===== src/hdl/uart_config.svh =====
//##############################
// build-time constants of the UART peripheral
// rate is clocks per bit, a multiple of 16 and at least 32
// FIFO depth must be a power of two up to 8
//##############################
`ifndef UART_CONFIG_SVH
`define UART_CONFIG_SVH

`define UART_FIFO_DEPTH   8
`define UART_DEFAULT_RATE 64 // short bits keep simulation fast
`define UART_OVERSAMPLE   16

`define UART_ADDR_RX_DATA  0
`define UART_ADDR_TX_DATA  4
`define UART_ADDR_RX_STATE 8
`define UART_ADDR_TX_STATE 12
`define UART_ADDR_BAUD     16
`define UART_ADDR_CLEAR    20

`endif


===== src/hdl/uartPkg.sv =====
//##############################
// shared types of the UART peripheral
// fifoCount_t needs one bit more than the FIFO index
//##############################
package uartPkg;

  typedef logic [7:0]  uartByte_t;
  typedef logic [15:0] baudRate_t;  // clocks per bit
  typedef logic [3:0]  fifoCount_t; // 0..8
  typedef logic [7:0]  regAddr_t;
  typedef logic [31:0] regWord_t;

  // one bus cycle, strobes are single-cycle
  typedef struct packed {
    regAddr_t addr;
    logic     wen;
    logic     ren;
    regWord_t wdata;
  } busReq_t;

  typedef enum logic [1:0] {
    TX_IDLE,
    TX_START,
    TX_DATA,
    TX_STOP
  } txState_t;

  typedef enum logic [1:0] {
    RX_IDLE,
    RX_START,
    RX_DATA,
    RX_STOP
  } rxState_t;

endpackage


===== src/hdl/byteFifo.sv =====
//##############################
// circular byte FIFO
// push when full and pop when empty are dropped
//##############################
`timescale 1ns/1ps
`include "uart_config.svh"

module byteFifo import uartPkg::*; (
  input  logic       clk,
  input  logic       nReset,
  input  logic       push,
  input  uartByte_t  pushData,
  input  logic       pop,
  input  logic       clear,
  output uartByte_t  head,
  output logic       full,
  output logic       empty,
  output fifoCount_t count
);

  localparam int PTR_W = $clog2(`UART_FIFO_DEPTH);

  uartByte_t mem [`UART_FIFO_DEPTH];
  logic [PTR_W-1:0] wrPtr;
  logic [PTR_W-1:0] rdPtr;
  logic doPush;
  logic doPop;

  assign full   = (count == fifoCount_t'(`UART_FIFO_DEPTH));
  assign empty  = (count == '0);
  assign doPush = push && !full;
  assign doPop  = pop && !empty;
  assign head   = mem[rdPtr];

  always_ff @(posedge clk or negedge nReset) begin
    if (!nReset) begin
      wrPtr <= '0;
      rdPtr <= '0;
      count <= '0;
    end else if (clear) begin
      wrPtr <= '0;
      rdPtr <= '0;
      count <= '0;
    end else begin
      if (doPush) wrPtr <= wrPtr + 1'b1; // wraps at the power-of-two depth
      if (doPop) rdPtr <= rdPtr + 1'b1;
      case ({doPush, doPop})
        2'b10:   count <= count + fifoCount_t'(1);
        2'b01:   count <= count - fifoCount_t'(1);
        default: count <= count; // both or neither
      endcase
    end
  end

  always_ff @(posedge clk) begin
    if (doPush && !clear) mem[wrPtr] <= pushData;
  end

endmodule


===== src/hdl/baudGen.sv =====
//##############################
// bit and 16x sample tick generator
// rate must be a multiple of the oversample factor
//##############################
`timescale 1ns/1ps
`include "uart_config.svh"

module baudGen import uartPkg::*; (
  input  logic      clk,
  input  logic      nReset,
  input  baudRate_t rate,
  input  logic      rateLoad,
  output logic      bitTick,
  output logic      sampleTick
);

  baudRate_t bitCnt;
  baudRate_t sampleCnt;
  baudRate_t sampleRate;

  assign sampleRate = rate / baudRate_t'(`UART_OVERSAMPLE);
  assign bitTick    = (bitCnt == '0);
  assign sampleTick = (sampleCnt == '0);

  always_ff @(posedge clk or negedge nReset) begin
    if (!nReset) begin
      bitCnt    <= baudRate_t'(`UART_DEFAULT_RATE - 1);
      sampleCnt <= baudRate_t'(`UART_DEFAULT_RATE / `UART_OVERSAMPLE - 1);
    end else if (rateLoad) begin
      // restart both so the ticks stay aligned
      bitCnt    <= rate - baudRate_t'(1);
      sampleCnt <= sampleRate - baudRate_t'(1);
    end else begin
      bitCnt    <= bitTick ? rate - baudRate_t'(1) : bitCnt - baudRate_t'(1);
      sampleCnt <= sampleTick ? sampleRate - baudRate_t'(1) : sampleCnt - baudRate_t'(1);
    end
  end

endmodule


===== src/hdl/uartTx.sv =====
//##############################
// 8N1 transmitter, one bit per bitTick
// next byte is taken back to back from the stop bit
//##############################
`timescale 1ns/1ps

module uartTx import uartPkg::*; (
  input  logic      clk,
  input  logic      nReset,
  input  logic      bitTick,
  input  uartByte_t head,
  input  logic      empty,
  output logic      pop,
  output logic      tx,
  output logic      busy
);

  txState_t state;
  uartByte_t shiftReg;
  logic [2:0] bitCnt;
  logic loadNext;

  // frame boundary with a byte waiting
  assign loadNext = bitTick && !empty && (state == TX_IDLE || state == TX_STOP);
  assign pop      = loadNext;
  assign busy     = (state != TX_IDLE);

  always_comb begin
    case (state)
      TX_START: tx = 1'b0;
      TX_DATA:  tx = shiftReg[0]; // LSB first
      default:  tx = 1'b1;        // idle and stop are mark level
    endcase
  end

  always_ff @(posedge clk or negedge nReset) begin
    if (!nReset) begin
      state  <= TX_IDLE;
      bitCnt <= '0;
    end else if (bitTick) begin
      case (state)
        TX_IDLE: begin
          if (!empty) state <= TX_START;
        end
        TX_START: begin
          state  <= TX_DATA;
          bitCnt <= '0;
        end
        TX_DATA: begin
          bitCnt <= bitCnt + 3'd1;
          if (bitCnt == 3'd7) state <= TX_STOP;
        end
        TX_STOP: begin
          state <= empty ? TX_IDLE : TX_START;
        end
        default: state <= TX_IDLE;
      endcase
    end
  end

  always_ff @(posedge clk) begin
    if (loadNext) begin
      shiftReg <= head;
    end else if (bitTick && state == TX_DATA) begin
      shiftReg <= {1'b0, shiftReg[7:1]};
    end
  end

endmodule


===== src/hdl/uartRx.sv =====
//##############################
// oversampling 8N1 receiver
// samples at mid-bit, no resync inside a frame
// done and err are one-cycle pulses at mid stop bit
//##############################
`timescale 1ns/1ps
`include "uart_config.svh"

module uartRx import uartPkg::*; (
  input  logic      clk,
  input  logic      nReset,
  input  logic      sampleTick,
  input  logic      rx,
  output uartByte_t data,
  output logic      done,
  output logic      err
);

  localparam logic [3:0] MID_TICK  = 4'(`UART_OVERSAMPLE / 2 - 1);
  localparam logic [3:0] LAST_TICK = 4'(`UART_OVERSAMPLE - 1);

  rxState_t state;
  logic rxMeta;
  logic rxSync;
  logic rxPrev;
  logic [3:0] tickCnt;
  logic [2:0] bitCnt;
  logic fallEdge;

  assign fallEdge = rxPrev && !rxSync;

  // two-flop synchroniser plus edge history
  always_ff @(posedge clk or negedge nReset) begin
    if (!nReset) begin
      rxMeta <= 1'b1;
      rxSync <= 1'b1;
      rxPrev <= 1'b1;
    end else begin
      rxMeta <= rx;
      rxSync <= rxMeta;
      rxPrev <= rxSync;
    end
  end

  always_ff @(posedge clk or negedge nReset) begin
    if (!nReset) begin
      state   <= RX_IDLE;
      tickCnt <= '0;
      bitCnt  <= '0;
      done    <= 1'b0;
      err     <= 1'b0;
    end else begin
      done <= 1'b0;
      err  <= 1'b0;
      case (state)
        RX_IDLE: begin
          if (fallEdge) begin
            state   <= RX_START;
            tickCnt <= '0;
          end
        end
        RX_START: begin
          if (sampleTick) begin
            tickCnt <= tickCnt + 4'd1;
            if (tickCnt == MID_TICK) begin
              // still low at mid start bit, else a glitch
              state   <= rxSync ? RX_IDLE : RX_DATA;
              tickCnt <= '0;
              bitCnt  <= '0;
            end
          end
        end
        RX_DATA: begin
          if (sampleTick) begin
            tickCnt <= tickCnt + 4'd1; // wraps to 0 after the sample
            if (tickCnt == LAST_TICK) begin
              bitCnt <= bitCnt + 3'd1;
              if (bitCnt == 3'd7) state <= RX_STOP;
            end
          end
        end
        RX_STOP: begin
          if (sampleTick) begin
            tickCnt <= tickCnt + 4'd1;
            if (tickCnt == LAST_TICK) begin
              done  <= rxSync;
              err   <= !rxSync; // framing error
              state <= RX_IDLE;
            end
          end
        end
        default: state <= RX_IDLE;
      endcase
    end
  end

  // data shifts in LSB first, held until the next frame
  always_ff @(posedge clk) begin
    if (state == RX_DATA && sampleTick && tickCnt == LAST_TICK) begin
      data <= {rxSync, data[7:1]};
    end
  end

endmodule


===== src/hdl/busRegs.sv =====
//##############################
// register decoder of the UART
// rdata follows ren by one cycle, 0 when unmapped
// rateLoad lags the rate write by one cycle
//##############################
`timescale 1ns/1ps
`include "uart_config.svh"

module busRegs import uartPkg::*; (
  input  logic       clk,
  input  logic       nReset,
  input  busReq_t    bus,
  input  uartByte_t  rxHead,
  input  logic       rxEmpty,
  input  fifoCount_t rxCount,
  input  fifoCount_t txCount,
  input  logic       txBusy,
  input  logic       rxDone,
  input  logic       rxErr,
  output regWord_t   rdata,
  output logic       txPush,
  output uartByte_t  txPushData,
  output logic       rxPop,
  output logic       fifoClear,
  output baudRate_t  rate,
  output logic       rateLoad
);

  localparam regAddr_t ADDR_RX_DATA  = regAddr_t'(`UART_ADDR_RX_DATA);
  localparam regAddr_t ADDR_TX_DATA  = regAddr_t'(`UART_ADDR_TX_DATA);
  localparam regAddr_t ADDR_RX_STATE = regAddr_t'(`UART_ADDR_RX_STATE);
  localparam regAddr_t ADDR_TX_STATE = regAddr_t'(`UART_ADDR_TX_STATE);
  localparam regAddr_t ADDR_BAUD     = regAddr_t'(`UART_ADDR_BAUD);
  localparam regAddr_t ADDR_CLEAR    = regAddr_t'(`UART_ADDR_CLEAR);

  logic avail;
  logic err;
  logic rdRxData;
  logic rdRxState;

  assign rdRxData   = bus.ren && bus.addr == ADDR_RX_DATA;
  assign rdRxState  = bus.ren && bus.addr == ADDR_RX_STATE;
  assign txPush     = bus.wen && bus.addr == ADDR_TX_DATA;
  assign txPushData = bus.wdata[7:0];
  assign rxPop      = rdRxData; // FIFO ignores it when empty
  assign fifoClear  = bus.wen && bus.addr == ADDR_CLEAR && |bus.wdata;

  always_ff @(posedge clk or negedge nReset) begin
    if (!nReset) begin
      rate     <= baudRate_t'(`UART_DEFAULT_RATE);
      rateLoad <= 1'b0;
      avail    <= 1'b0;
      err      <= 1'b0;
    end else begin
      rateLoad <= 1'b0;
      if (bus.wen && bus.addr == ADDR_BAUD) begin
        rate     <= bus.wdata[15:0];
        rateLoad <= 1'b1; // counters pick up the new rate next cycle
      end
      // sticky bits, a new event wins over the clearing read
      avail <= rxDone || (avail && !rdRxData);
      err   <= rxErr || (err && !rdRxState);
    end
  end

  always_ff @(posedge clk or negedge nReset) begin
    if (!nReset) begin
      rdata <= '0;
    end else if (bus.ren) begin
      case (bus.addr)
        ADDR_RX_DATA:  rdata <= {24'b0, rxEmpty ? 8'h00 : rxHead};
        ADDR_RX_STATE: rdata <= {26'b0, err, avail, rxCount};
        ADDR_TX_STATE: rdata <= {rate, 11'b0, txBusy, txCount};
        default:       rdata <= '0;
      endcase
    end else begin
      rdata <= '0;
    end
  end

endmodule


===== src/hdl/uartTop.sv =====
//##############################
// UART peripheral top, wiring only
// full flags of both FIFOs are not exported
//##############################
`timescale 1ns/1ps

module uartTop import uartPkg::*; (
  input  logic     clk,
  input  logic     nReset,
  input  busReq_t  bus,
  output regWord_t rdata,
  input  logic     rx,
  output logic     tx
);

  uartByte_t txPushData, txHead, rxHead, rxData;
  fifoCount_t txCount, rxCount;
  baudRate_t rate;
  logic txPush, txPop, txEmpty, txBusy;
  logic rxPop, rxEmpty, rxDone, rxErr;
  logic fifoClear, rateLoad, bitTick, sampleTick;

  busRegs u_busRegs (
    .clk, .nReset, .bus,
    .rxHead, .rxEmpty, .rxCount, .txCount, .txBusy, .rxDone, .rxErr,
    .rdata, .txPush, .txPushData, .rxPop, .fifoClear, .rate, .rateLoad
  );

  byteFifo txFifo (
    .clk, .nReset,
    .push(txPush), .pushData(txPushData), .pop(txPop), .clear(fifoClear),
    .head(txHead), .full(), .empty(txEmpty), .count(txCount)
  );

  // received bytes go straight in, dropped when full
  byteFifo rxFifo (
    .clk, .nReset,
    .push(rxDone), .pushData(rxData), .pop(rxPop), .clear(fifoClear),
    .head(rxHead), .full(), .empty(rxEmpty), .count(rxCount)
  );

  baudGen u_baudGen (.clk, .nReset, .rate, .rateLoad, .bitTick, .sampleTick);

  uartTx u_uartTx (
    .clk, .nReset, .bitTick, .head(txHead), .empty(txEmpty),
    .pop(txPop), .tx, .busy(txBusy)
  );

  uartRx u_uartRx (
    .clk, .nReset, .sampleTick, .rx, .data(rxData), .done(rxDone), .err(rxErr)
  );

endmodule


===== config.mk =====
export PLATFORM = sky130hd
export DESIGN_NAME = uartTop
export DESIGN_NICKNAME = d
export VERILOG_FILES = /design/src/hdl/uartPkg.sv /design/src/hdl/byteFifo.sv /design/src/hdl/baudGen.sv /design/src/hdl/uartTx.sv /design/src/hdl/uartRx.sv /design/src/hdl/busRegs.sv /design/src/hdl/uartTop.sv
export VERILOG_INCLUDE_DIRS = /design/src /design/src/hdl
export SDC_FILE = /design/constraint.sdc
export NUM_CORES = 1
export LEC_CHECK = 0
export ABC_AREA = 1
export BUFFER_PORTS_ARGS = -buffer_cell sky130_fd_sc_hd__buf_4
export CAP_MARGIN = 20
export CORE_MARGIN = 2
export CORE_UTILIZATION = 45
export DETAILED_ROUTE_END_ITERATION = 7
export PLACE_DENSITY = 0.65
export SYNTH_ARGS = -nofsm -noshare
export SYNTH_HDL_FRONTEND = slang
export SYNTH_SLANG_ARGS = --single-unit

===== constraint.sdc =====
create_clock -name clk -period 2.72 [get_ports clk]
set_input_delay 0.136 -clock clk [delete_from_list [all_inputs] [get_ports clk]]
set_output_delay 0.136 -clock clk [all_outputs]
set_load 0.005 [all_outputs]

Yosys cells after proc, flatten, opt, wreduce, memory -nomap -nowiden
Memory sizes are Yosys's and may differ from the RTL's.
Index checks and enable logic that the tools add are counted.
- logic and storage cells: 187
- memories: 2
- memory bits (writable): 128
- register bits: 138
- output and inout port bits: 33
- bits of input ports: 45
- mux-type cells: 58
- add/subtract/negate cells: 15
- reduce and logical (&&, ||, !) cells: 55
- eq/ne operators: 32
- memories (name ; words ; bits a word ; read ports ; clocked after Yosys merged registers in ; write ports ; line ; text):
    rxFifo.mem ; 8 ; 8 ; 1 ; 0 ; 1 ; byteFifo.sv:23 ; uartByte_t mem [`UART_FIFO_DEPTH];
    txFifo.mem ; 8 ; 8 ; 1 ; 0 ; 1 ; byteFifo.sv:23 ;
- operator list (operator ; count):
    case mux 32 bit (3 select lines) ; 1
    two-way mux 16 bit ; 4
    subtractor 16 x 1 -> 16 bit, second input constant ; 3
    two-way mux 3 bit ; 12
    zero test 16 bit ; 2
    two-way mux 32 bit ; 1
    OR reduction 32 bit ; 1
    two-way mux 4 bit ; 6
    two-way mux 8 bit ; 3
    two-way mux 2 bit ; 11
    logical AND 1 bit ; 20
    adder 3 x 1 -> 3 bit, second input constant ; 6
    equality test 8 x 4 -> 1 bit, second input constant ; 2
    equality test 8 x 5 -> 1 bit, second input constant ; 2
    case mux 2 bit (4 select lines) ; 2
    case mux 4 bit (2 select lines) ; 2
    nonzero test 2 bit ; 8
    inequality test 2 x 1 -> 1 bit, second input constant ; 7
    subtractor 12 x 1 -> 13 bit, second input constant ; 1
    adder 4 x 1 -> 4 bit, second input constant ; 3
    equality test 2 bit, second input constant ; 6
    equality test 4 bit, second input constant ; 3
    two-way mux 1 bit ; 12
    case mux 3 bit (2 select lines) ; 2
    other kinds (19) ; 40

Depth between registers and ports, before layout
Gate-level depths: netlist of the first run.
- depth in word-level cells: 8
- gate-level depth with buffers: 17
- gate-level depth less buffers: 17

Modules after synthesis
From an unflattened synthesis of the first run, not the netlist that was laid out.
- cell total of the unflattened synthesis: 1311
- area total of the unflattened synthesis: 12786.0 µm²
- modules (own cells, without submodules) (module ; cells an instance ; sequential area each (µm²) ; area an instance (µm²) ; instances):
    byteFifo at txFifo ; 255 ; 2172.1 ; 3164.3 ; 1
    byteFifo at rxFifo ; 270 ; 2172.1 ; 3159.3 ; 1
    baudGen ; 363 ; 810.8 ; 2543.7 ; 1
    busRegs ; 244 ; 1077.3 ; 2214.6 ; 1
    uartRx ; 100 ; 594.3 ; 993.5 ; 1
    uartTx ; 79 ; 365.4 ; 710.7 ; 1

Worst setup path after synthesis of the first run
Ideal clock, no wire load.
- kind: reg2reg
- start: reg u_baudGen.bitCnt[0]
- end: reg txFifo.count[2]
- setup slack: 0.277 ns
- cell stages (with the launch flop): 18
- clock period less this slack: 2.443 ns
- arrival: 2.366 ns
- data required time: 2.643 ns
- library setup time: 0.077 ns
- path buffers: 0
- path through: dfstp_2 > inv_1 > ha_1 > nand2_1 > nor2_4 > nand2_4 > nor2_4 > nand3_1 > inv_1 > ha_1 > nand2_1 > inv_1 > nor2_1 > ha_1 > a21oi_1 > xor2_1 > or2_2 > a21oi_1
- word-level cells in the longest chain between the ends: 7
- elaborated cells on any way between the ends: 9
- classes of those cells: eq/ne: 2; mux: 2; reduce/logical: 5
- ends and longest elaborated chain (element ; line ; text):
    start: declaration ; baudGen.sv:17 ; baudRate_t bitCnt;
    start signal: assignment ; baudGen.sv:27 ; bitCnt <= baudRate_t'(`UART_DEFAULT_RATE - 1);
    start signal: assignment ; baudGen.sv:31 ; bitCnt <= rate - baudRate_t'(1);
    start signal: assignment ; baudGen.sv:34 ; bitCnt <= bitTick ? rate - baudRate_t'(1) : bitCnt - baudRate_t'(1);
    zero test 16 bit (*) ; baudGen.sv:22 ; assign bitTick = (bitCnt == '0);
    logical AND 1 bit (*) (2 in series) ; uartTx.sv:24 ; assign loadNext = bitTick && !empty && (state == TX_IDLE || state == TX_STOP);
    logical AND 1 bit (*) ; byteFifo.sv:32 ; assign doPop = pop && !empty;
    equality test 2 x 1 -> 1 bit / equality test 2 bit (equally long branches) ; byteFifo.sv:47 ; case ({doPush, doPop})
    case mux 4 bit (2 select lines) ; byteFifo.sv:47 ;
    two-way mux 4 bit ; byteFifo.sv:40 ; end else if (clear) begin
    end signal: assignment ; byteFifo.sv:48 ; 2'b10: count <= count + fifoCount_t'(1);
    end signal: assignment ; byteFifo.sv:49 ; 2'b01: count <= count - fifoCount_t'(1);
    end signal: assignment ; byteFifo.sv:50 ; default: count <= count;
    end: declaration ; byteFifo.sv:18 ; output fifoCount_t count
Every way passes the cells marked *; elsewhere a longest branch is shown, timed or not.
A chain may end at the register's enable or synchronous reset.

Final worst setup path of the first run
Ends and elaborated chain as after synthesis.

==> results.yml, run 1 <==
route:
  wire_per_inst_um: 15.8
  drtAntennaViolNets: 0
  routed_wl_um: 27400
  drt_pass1_iterations: 5
  dr_total_vias: 8859
  drt_iter0_drc: 628
  drc_errors: 0
  via_per_inst: 5.12
setup_path:
  crit_family: "simple AND/OR/NAND/NOR gates"
  path_cells: "inv_1 > ha_2 > nand2_1 > nor2_4 > nand2_4 > nor2_4 > nand3_1 > inv_1 > ha_2 > nand2_1 > inv_1 > nor2_2 > ha_1 > a21oi_1 > xor2_1 > or2_2 > a21oi_1"
  endpoint_kind: "flop"
  cpMostUsedCell: "inv_1"
  worst_setup_path_start_kind: "flop"
  required_ps: 3190
  slowest_stage: "dfstp_2"
  critical_path.max_stage_delay_ps: 360
  crit_fanout: 4
  worstPathArrival_ps: 2990
  critical_path_class: "reg2reg"
  worst-path-buf-inv: 3
pwr:
  power.ir.vdd_worst_mv: 0.448
  p_switching_w: 0.00238
  pwr-share-clk_pct: 37.6
  internal_power_w: 0.00675
  p_seq_share_pct: 49.5
  p_per_area_nw_per_um2: 646
  p_sw_share_pct: 26.1
  p_comb_share_pct: 12.9
  p_leak_nw: 6.00
clock_network:
  cts_max_level: 1
  cts.sinks: 258
  clockBufferDepth: 3
  clkSlewWorstSetupHoldPaths_ps: 60
  cts_buffers: 28
  cts_tree: "built"
  clk_latency_ps: 550
  clockRootBuffer: "clkbuf_16"
synthesis:
  yosysMostFrequentCell: "nand2_1"
  synth_common_cells: "nand2_1, nor2_1, edfxtp_1"
  synth-edff-count: 144
  yosys_register_bits: 258
  syn_area_um2: 12100
  async_flop_share_pct: 44.2
  ys_warn_count: 0
  yosys-top-cells-area: "edfxtp_1, dfrtp_1, nand2_1"
  synthFlopType: "edfxtp_1"
  ys_seq_area_share_pct: 59.5
  yosysTopAreaCell: "edfxtp_1"
  synth.avg_cell_area_um2: 9.66
  synthCells: 1251
  synth_cell_types: 53
  netlist.area_leader.share_pct: 35.8
die:
  rows: 59
  die_w_um: 168
  die_h_um: 168
  start_util_pct: 46.1
  coreArea_um2: 26200
  io-pin-count: 78
  die-area_um2: 28200
cells_and_area:
  instances_no_fill: 1729
  nets: 1441
  drive_above_1_share_pct: 13.6
  area_growth_pct: 16.9
placement:
  place_hpwl_um: 18700
  post-place-ws_ps: 78.5
  portBuffers: 69
  dp_cells: 1654
  gp_congestion: 0.851
sta:
  report.final.slew_viol_count: 0
  hold_violations: 0
  worst_pin_slew_ps: 934
  fin_hold_ws_ps: 15.0
  fin_crit_ps: 2520
  final-setup-viol-count: 0
  period_share_pct: 92.7
  fin_ws_ps: 198
  clock.fmax_ghz: 0.397
  slew_headroom_pct: 37.6
  clock_skew_ps: 25.8
hold_path:
  hold_class: "in2async"
run:
  drv_cap: 0
grt:
  grt_pass1_wl_um: 43500
  grt_usage_pct: 19.4
  grt_start_max_net_pins: 65
  grt_pass1_vias: 8573
  grt_antenna_before_repair: 1
  overflow: 0
status:
  status: "complete, no violations"
## repair_timing
item | in CTS | in global routing
hold buffers | 20 | 0
buffers inserted | 0 | 2
setup endpoints to repair | 0 | 1
endpoints found under the hold margin | 193 | 0
resized for setup | 0 | 3
## worst register-to-register path: stages, from the launching register on
cell,delay [ps]
dfstp_2,360
inv_1,70
ha_2,200
nand2_1,90
nor2_4,140
nand2_4,70
nor2_4,90
nand3_1,120
inv_1,110
ha_2,230
nand2_1,60
inv_1,80
nor2_2,40
ha_1,180
a21oi_1,140
xor2_1,70
or2_2,270
a21oi_1,120
## area by class of cell
type                    count  area, um2
fillers                  2321      12100
well taps                 335        419
multi-input cells         857       4300
repair buffers            121        971
clock buffers              42        773
flip-flops and latches    258       7190
clock inverters            10       65.1
inverters                 105        402
diodes                      1       2.50
## routing by layer
layer	GRT usage (%)	routed length (um)	vias to the layer above
li1	-	-	4395
met1	26.5	12400	4184
met2	32.4	12800	244
met3	2.91	1580	36
met4	5.37	623	0
met5	0	0	-
## flip-flops by register name (all words and copies together) (netlist names), 2 cells and up, named ones only
register / count
rxFifo.mem: 64
txFifo.mem: 64
u_busRegs.rdata: 24
u_baudGen.bitCnt: 16
u_baudGen.sampleCnt: 16
u_busRegs.rate: 16
u_uartRx.data: 8
u_uartTx.shiftReg: 8
rxFifo.count: 4
txFifo.count: 4
u_uartRx.tickCnt: 4
rxFifo.rdPtr: 3
rxFifo.wrPtr: 3
txFifo.rdPtr: 3
txFifo.wrPtr: 3
u_uartRx.bitCnt: 3
u_uartTx.bitCnt: 3
u_uartTx.state: 2
## logic make-up after synthesis
kind of cell | after synthesis | synth area share [%]
AO/OA/AOI/OAI | 179 | 7.93
multiplexers | 3 | 0.259
adder cells (fa/ha/maj) | 25 | 2.65
other | 1 | 0.0310
buffers and inverters | 143 | 5.18
flip-flops | 258 | 59.5
AND/OR/NAND/NOR | 596 | 21.1
XOR/XNOR | 46 | 3.33
## path summary, 6_finish.rpt
kind	from	end	slack (ps)	cells past startpoint
setup / recovery	u_baudGen.bitCnt[0]	txFifo.count[2]	200	17
hold / removal	nReset	u_busRegs.rate[5]	10	2
setup reg to reg	u_baudGen.bitCnt[0]	txFifo.count[2]	200	17
hold reg to reg	u_uartRx.rxMeta	u_uartRx.rxSync	350	0
max in group asynchronous	nReset	u_baudGen.bitCnt[5]	1970	3
min in group clk	bus[34]	u_busRegs.avail	40	5
## cell usage in the layout (no fill, tap or decap), drive strengths merged, types with 9 or more instances in the layout
| master | n |
|---|---|
| inv | 104 |
| buf | 101 |
| dfrtp | 102 |
| edfxtp | 144 |
| nor2 | 209 |
| nand2 | 276 |
| clkbuf | 42 |
| o22ai | 23 |
| clkinv | 9 |
| a21oi | 20 |
| nand3 | 64 |
| ha | 24 |
| o21ai | 128 |
| xor2 | 39 |
| dlygate4sd3 | 20 |
| nor3 | 25 |
| nand4 | 10 |
| dfstp | 12 |
## through the flow
| step | cell area (um2) | total power (W) | utilization (%) | TNS (ps) |
|---|---|---|---|---|
| 5_1_grt | 14100 | 0.00958 | 53.9 | -8.37 |
| 3_3_place_gp | 13100 | 0.00570 | 49.8 | 0 |
| 2_1_floorplan | 12100 | 0.00538 | - | 0 |
| 4_1_cts | 14100 | 0.00919 | 53.8 | 0 |
| 6_report | 14100 | 0.00913 | 53.9 | 0 |
| 3_5_place_dp | 13100 | 0.00572 | 49.8 | 0 |
## power groups by stage
stage	sequential (W)	clock, W	combinational [W]
finish	0.00452	0.00344	0.00117
global route	0.00454	0.00368	0.00135
detailed placement	0.00459	0	0.00114
floorplan	0.00454	0	0.000837
CTS	0.00451	0.00351	0.00116
global placement	0.00458	0	0.00111
(Power assumes the default switching activity.)
==> run 2, diff against run 1 <==
--- a/config.mk
+++ b/config.mk
@@ -9,8 +9,10 @@
 export ABC_AREA = 1
 export BUFFER_PORTS_ARGS = -buffer_cell sky130_fd_sc_hd__buf_4
 export CAP_MARGIN = 20
+export CORE_ASPECT_RATIO = 0.75
 export CORE_MARGIN = 2
 export CORE_UTILIZATION = 45
+export CTS_CLUSTER_SIZE = 24
 export DETAILED_ROUTE_END_ITERATION = 7
 export PLACE_DENSITY = 0.65
 export SYNTH_ARGS = -nofsm -noshare
==> run 2 against run 1 <==
Hold slack lost 1.8 ps. Worst setup slack improved by 28 ps. Combinational power about the same. Die area about the same. Register-to-register slack improved by 30 ps. Fmax up 1.1%. Flip-flop and latch count is the same. Largest power group unchanged.
==> results.yml, run 2 (synthesis results as in run 1) <==
setup_path:
  critical_path.max_stage_delay_ps: 410
  crit_fanout: 5
  required_ps: 3180
  endpoint_kind: "flop"
  worst_setup_path_start_kind: "flop"
  path_cells: "inv_1 > ha_1 > nor2_1 > nand3_1 > inv_1 > ha_2 > nand2_1 > inv_1 > nor2_1 > ha_1 > a21oi_1 > xor2_1 > or2_2 > a21oi_1"
  critical_path_class: "reg2reg"
  ff2ff_path_depth: 14
  r2r_slack_ps: 230
  worstReg2RegEnd: "txFifo.count[2]"
  startpoint: "u_uartTx.state[0]"
  slowest_stage: "dfrtp_1"
  worstPathArrival_ps: 2950
  cpMostUsedCell: "inv_1"
  r2r-start: "u_uartTx.state[0]"
hold_path:
  worstHoldPathCells: 5
  hold_end: "u_busRegs.avail"
  hold_class: "in2reg"
  holdCritStartpoint: "bus[35]"
cells_and_area:
  final_area_um2: 14200
  final_cell_mix: "nand2_1, nor2_1, edfxtp_1"
  fillers: 2312
  nets: 1444
  drive_above_1_share_pct: 14.1
  layout_commonest_cell: "nand2_1"
  top_regs: "rxFifo.mem (64), txFifo.mem (64), u_busRegs.rdata (24)"
  insertedDiodeCount: 0
  area_growth_pct: 17.9
sta:
  final-setup-viol-count: 0
  slew_headroom_pct: 44.3
  worst_pin_slew_ps: 828
  report.final.slew_viol_count: 0
  period_share_pct: 91.7
  fin_setup_tns_ps: 0
  grt_setup_unrepaired: "false"
  fin_crit_ps: 2490
  clock_skew_ps: 17.9
  hold_violations: 0
  clock.fmax_ghz: 0.401
route:
  wirelength_met1_um: 13800
  drt_pass1_iterations: 5
  met2_length_um: 12000
  drt_iter0_drc: 578
  top_layer: "met5"
  dr_total_vias: 8933
  drtAntennaViolNets: 0
  via_per_inst: 5.14
  wire_per_inst_um: 16.1
  wl_met3_um: 1630
  routed_wl_um: 27900
  drc_errors: 0
placement:
  dpl_cell_area_um2: 13100
  place_hpwl_um: 19500
  gp_congestion: 0.879
  portBuffers: 69
pwr:
  p_leak_nw: 6.08
  pwr-share-clk_pct: 39.9
  p_seq_share_pct: 47.7
  power.ir.vdd_worst_mv: 0.462
  p_per_area_nw_per_um2: 665
  internal_power_w: 0.00707
  p_comb_share_pct: 12.4
  p_sw_share_pct: 25.4
  p_switching_w: 0.00241
clock_network:
  clkSlewWorstSetupHoldPaths_ps: 60
  cts_max_level: 1
  clockRootBuffer: "clkbuf_16"
  cts_buffers: 27
  cts.sinks: 258
  cts_tree: "built"
  clk_latency_ps: 540
  clockBufferDepth: 3
die:
  die_h_um: 146
  die-area_um2: 28200
  start_util_pct: 46.2
  io-pin-count: 78
  die_w_um: 193
  rows: 51
  coreArea_um2: 26200
grt:
  overflow: 0
  grt_pass1_vias: 8446
  grt_antenna_before_repair: 1
  grt_start_max_net_pins: 59
  grt_usage_pct: 19.9
  grt_pass1_wl_um: 45800
run:
  drv_cap: 0
status:
  status: "complete, no violations"
run 2: cell types whose count changed in the layout (fill, tap and decap cells not counted), sizes merged:
cell      before  now
clkbuf        42   35
clkinvlp       2    1
inv          104  105
clkinv         9   10
bufinv         0    4
buf          101  105
diode          1    0
run 2: final cells by class:
| cell class | instances | area (um2) | share of cell area [%] |
|---|---|---|---|
| Tap cell | 344 | 430 | 3.02 |
| Inverter | 105 | 402 | 2.82 |
| Multi-Input combinational cell | 857 | 4310 | 30.2 |
| Sequential cell | 258 | 7190 | 50.5 |
| Clock buffer | 35 | 736 | 5.16 |
| Clock inverter | 15 | 178 | 1.25 |
| Timing Repair Buffer | 125 | 1000 | 7.03 |
run 2: worst max path at each step:
stage | endpoint | slack [ps] | cells past startpoint
final | txFifo.count[2] | 230 | 14
after global routing | txFifo.count[2] | 10 | 17
after CTS | txFifo.count[2] | 120 | 17
after detailed placement | txFifo.count[2] | 150 | 17
after global placement | txFifo.count[2] | 190 | 17
after floorplan | txFifo.count[2] | 280 | 17
run 2: what timing repair did:
action | 4_1_cts | 5_1_grt
setup endpoints to repair | 0 | 1
hold endpoints to repair | 189 | 0
hold buffers | 20 | 0
gates resized for setup | 0 | 3
buffers inserted | 0 | 1
run 2: worst max-delay path: cells and delay by family (launching register included):
kind,cells,cell delay (ps)
fa+ha+maj,3,700
simple gates,5,680
flops,1,410
compound gates,2,290
buf+inv,3,260
xor+xnor,1,80
run 2: power by group through the flow:
| stage | registers [W] | clock network, W | logic, W |
|---|---|---|---|
| after floorplan | 0.00454 | 0 | 0.000837 |
| after global placement | 0.00459 | 0 | 0.00113 |
| after detailed placement | 0.00459 | 0 | 0.00114 |
| after CTS | 0.00451 | 0.00385 | 0.00117 |
| after global routing | 0.00454 | 0.00401 | 0.00136 |
| final | 0.00452 | 0.00378 | 0.00118 |
run 2: per-stage QoR:
stage / setup WS [ps] / util (%) / std cells / hold WS, ps / power (W)
after global placement: 186 / 50.1 / 1668 / 53.2 / 0.00571
after CTS: 118 / 54.4 / 1738 / 4.33 / 0.00953
after floorplan: 277 / - / 1258 / -160 / 0.00538
final: 226 / 54.5 / 1739 / 13.2 / 0.00948
after global routing: 13.1 / 54.5 / 1739 / 48.9 / 0.00991
after detailed placement: 146 / 50.1 / 1668 / 56.0 / 0.00573
run 2: per-layer routing:
metal / global-route usage (%) / up-vias
met3: 3.41 / 39
met4: 4.05 / 2
li1: - / 4392
met5: 0 / -
met1: 31.1 / 4266
met2: 29.2 / 234
==> run 3, diff against run 2 <==
==> constraint.sdc (replaced) <==
create_clock -name clk -period 2.72 [get_ports clk]
set_input_delay 0.544 -clock clk [delete_from_list [all_inputs] [get_ports clk]]
set_output_delay 0.544 -clock clk [all_outputs]
set_load 0.005 [all_outputs]
==> run 3 against run 2 <==
Utilization is 0.61 points lower. Clock power is 2% higher. Register-to-register slack worse by 20 ps. Hold slack better by 3.7 ps. Largest power group unchanged.
==> results.yml, run 3 (synthesis results as in run 1) <==
setup_path:
  required_ps: 3180
  r2r_slack_ps: 210
  crit_family: "simple AND/OR/NAND/NOR gates"
  worst_setup_path_start_kind: "flop"
  critical_path.max_stage_delay_ps: 420
  worstPathArrival_ps: 2970
  slowest_stage: "dfrtp_1"
  crit_fanout: 5
  worst-path-buf-inv: 2
  critical_path_class: "reg2reg"
  endpoint_kind: "flop"
  path_cells: "inv_1 > ha_1 > nor2_2 > nand3_1 > inv_2 > ha_4 > nor2_1 > nor2_1 > ha_1 > a21oi_1 > xor2_1 > or2_2 > a21oi_1"
die:
  die_w_um: 193
  coreArea_um2: 26200
  rows: 51
  start_util_pct: 46.2
  die-area_um2: 28200
  io-pin-count: 78
  die_h_um: 146
grt:
  overflow: 0
  use_met3_pct: 3.64
  busiest_layer: "met1"
  grt_use_met1_pct: 29.7
  met2_usage_pct: 29.1
  grt_pass1_vias: 8430
  grt_start_max_net_pins: 42
  grt_antenna_before_repair: 0
  grt_usage_pct: 19.8
  grt_pass1_wl_um: 44700
clock_network:
  cts_max_level: 1
  cts.sinks: 258
  holdBufCountCts: 0
  cts_buffers: 27
  clkSlewWorstSetupHoldPaths_ps: 60
  cts_tree: "built"
  clockRootBuffer: "clkbuf_16"
  clk_latency_ps: 530
  clockBufferDepth: 3
route:
  wire_per_inst_um: 16.1
  dr_total_vias: 8889
  drt_iter0_drc: 627
  drtAntennaViolNets: 0
  routed_wl_um: 27800
  via_per_inst: 5.17
  drc_errors: 0
  drt_pass1_iterations: 7
sta:
  period_share_pct: 92.4
  fin_ws_ps: 207
  final-setup-viol-count: 0
  report.final.slew_viol_count: 0
  fin_hold_ws_ps: 16.8
  fin_crit_ps: 2510
  clock.fmax_ghz: 0.398
  fin_setup_tns_ps: 0
  worst_pin_slew_ps: 708
  hold_violations: 0
  clock_skew_ps: 12.0
  slew_headroom_pct: 52.7
cells_and_area:
  final_area_um2: 14100
  fillers: 2297
  drive_above_1_share_pct: 14.5
  nets: 1426
  area_growth_pct: 16.6
  insertedDiodeCount: 0
  final_util_pct: 53.8
  seqCellArea_um2: 7190
  layout_commonest_cell: "nand2_1"
  multi_input_area_um2: 4320
  top_regs: "rxFifo.mem (64), txFifo.mem (64), u_busRegs.rdata (24)"
  final_cell_mix: "nand2_1, nor2_1, edfxtp_1"
placement:
  dpl_cell_area_um2: 13100
  place_hpwl_um: 19700
  post-place-ws_ps: 88.4
  portBuffers: 69
  gp_congestion: 0.895
pwr:
  p_leak_nw: 6.01
  power.ir.vdd_worst_mv: 0.455
  p_per_area_nw_per_um2: 677
hold_path:
  hold_class: "in2async"
run:
  drv_cap: 0
status:
  status: "complete, no violations"
-- run 3: where the power goes --
group          internal [W]  switching [W]  leakage, nW  total [W]
sequential          0.00433       0.000185         2.64    0.00452
clock               0.00233        0.00154        0.457    0.00387
combinational      0.000432       0.000717         2.91    0.00115
total               0.00710        0.00244         6.01    0.00954
-- run 3: metal layers --
metal,vias up,share of wire (%)
met4,0,2.8
met2,259,42
met1,4215,49
li1,4363,-
met5,-,0
met3,52,6.5
-- run 3: area by class of cell --
cell class / count / area share [%]
Tap cell: 344 / 3.06
Clock buffer: 31 / 4.97
Sequential cell: 258 / 51.1
Timing Repair Buffer: 107 / 5.79
Inverter: 105 / 2.85
Clock inverter: 18 / 1.64
Multi-Input combinational cell: 857 / 30.6
-- run 3: per-stage QoR --
stage / std cells / total power [W]
4_1_cts: 1718 / 0.00959
6_report: 1720 / 0.00954
3_5_place_dp: 1669 / 0.00574
3_3_place_gp: 1669 / 0.00571
2_1_floorplan: 1258 / 0.00538
5_1_grt: 1720 / 0.00996
-- run 3: path summary, 6_finish.rpt --
| kind | cells after the start | from | endpoint |
|---|---|---|---|
| setup / recovery | 13 | u_uartTx.state[0] | txFifo.count[2] |
| setup reg to reg | 13 | u_uartTx.state[0] | txFifo.count[2] |
| max in group asynchronous | 2 | nReset | u_baudGen.bitCnt[2] |
| hold reg to reg | 0 | u_uartRx.rxMeta | u_uartRx.rxSync |
| hold / removal | 1 | nReset | u_busRegs.rdata[22] |
| min in group clk | 1 | rx | u_uartRx.rxMeta |
-- run 3: timing repair --
item | in CTS | in global routing
setup buffers | 0 | 2
setup endpoints to repair | 0 | 1
gates resized for setup | 0 | 5
endpoints found under the hold margin | 0 | 0
-- run 3: worst register-to-register path: cells and delay by family (launching register included) --
kind / cells / cell delay, ps
XOR/XNOR: 1 / 160
adder cells (fa/ha/maj): 3 / 710
buffers and inverters: 2 / 210
AND/OR/NAND/NOR: 5 / 770
flip-flops: 1 / 420
AO/OA/AOI/OAI: 2 / 160
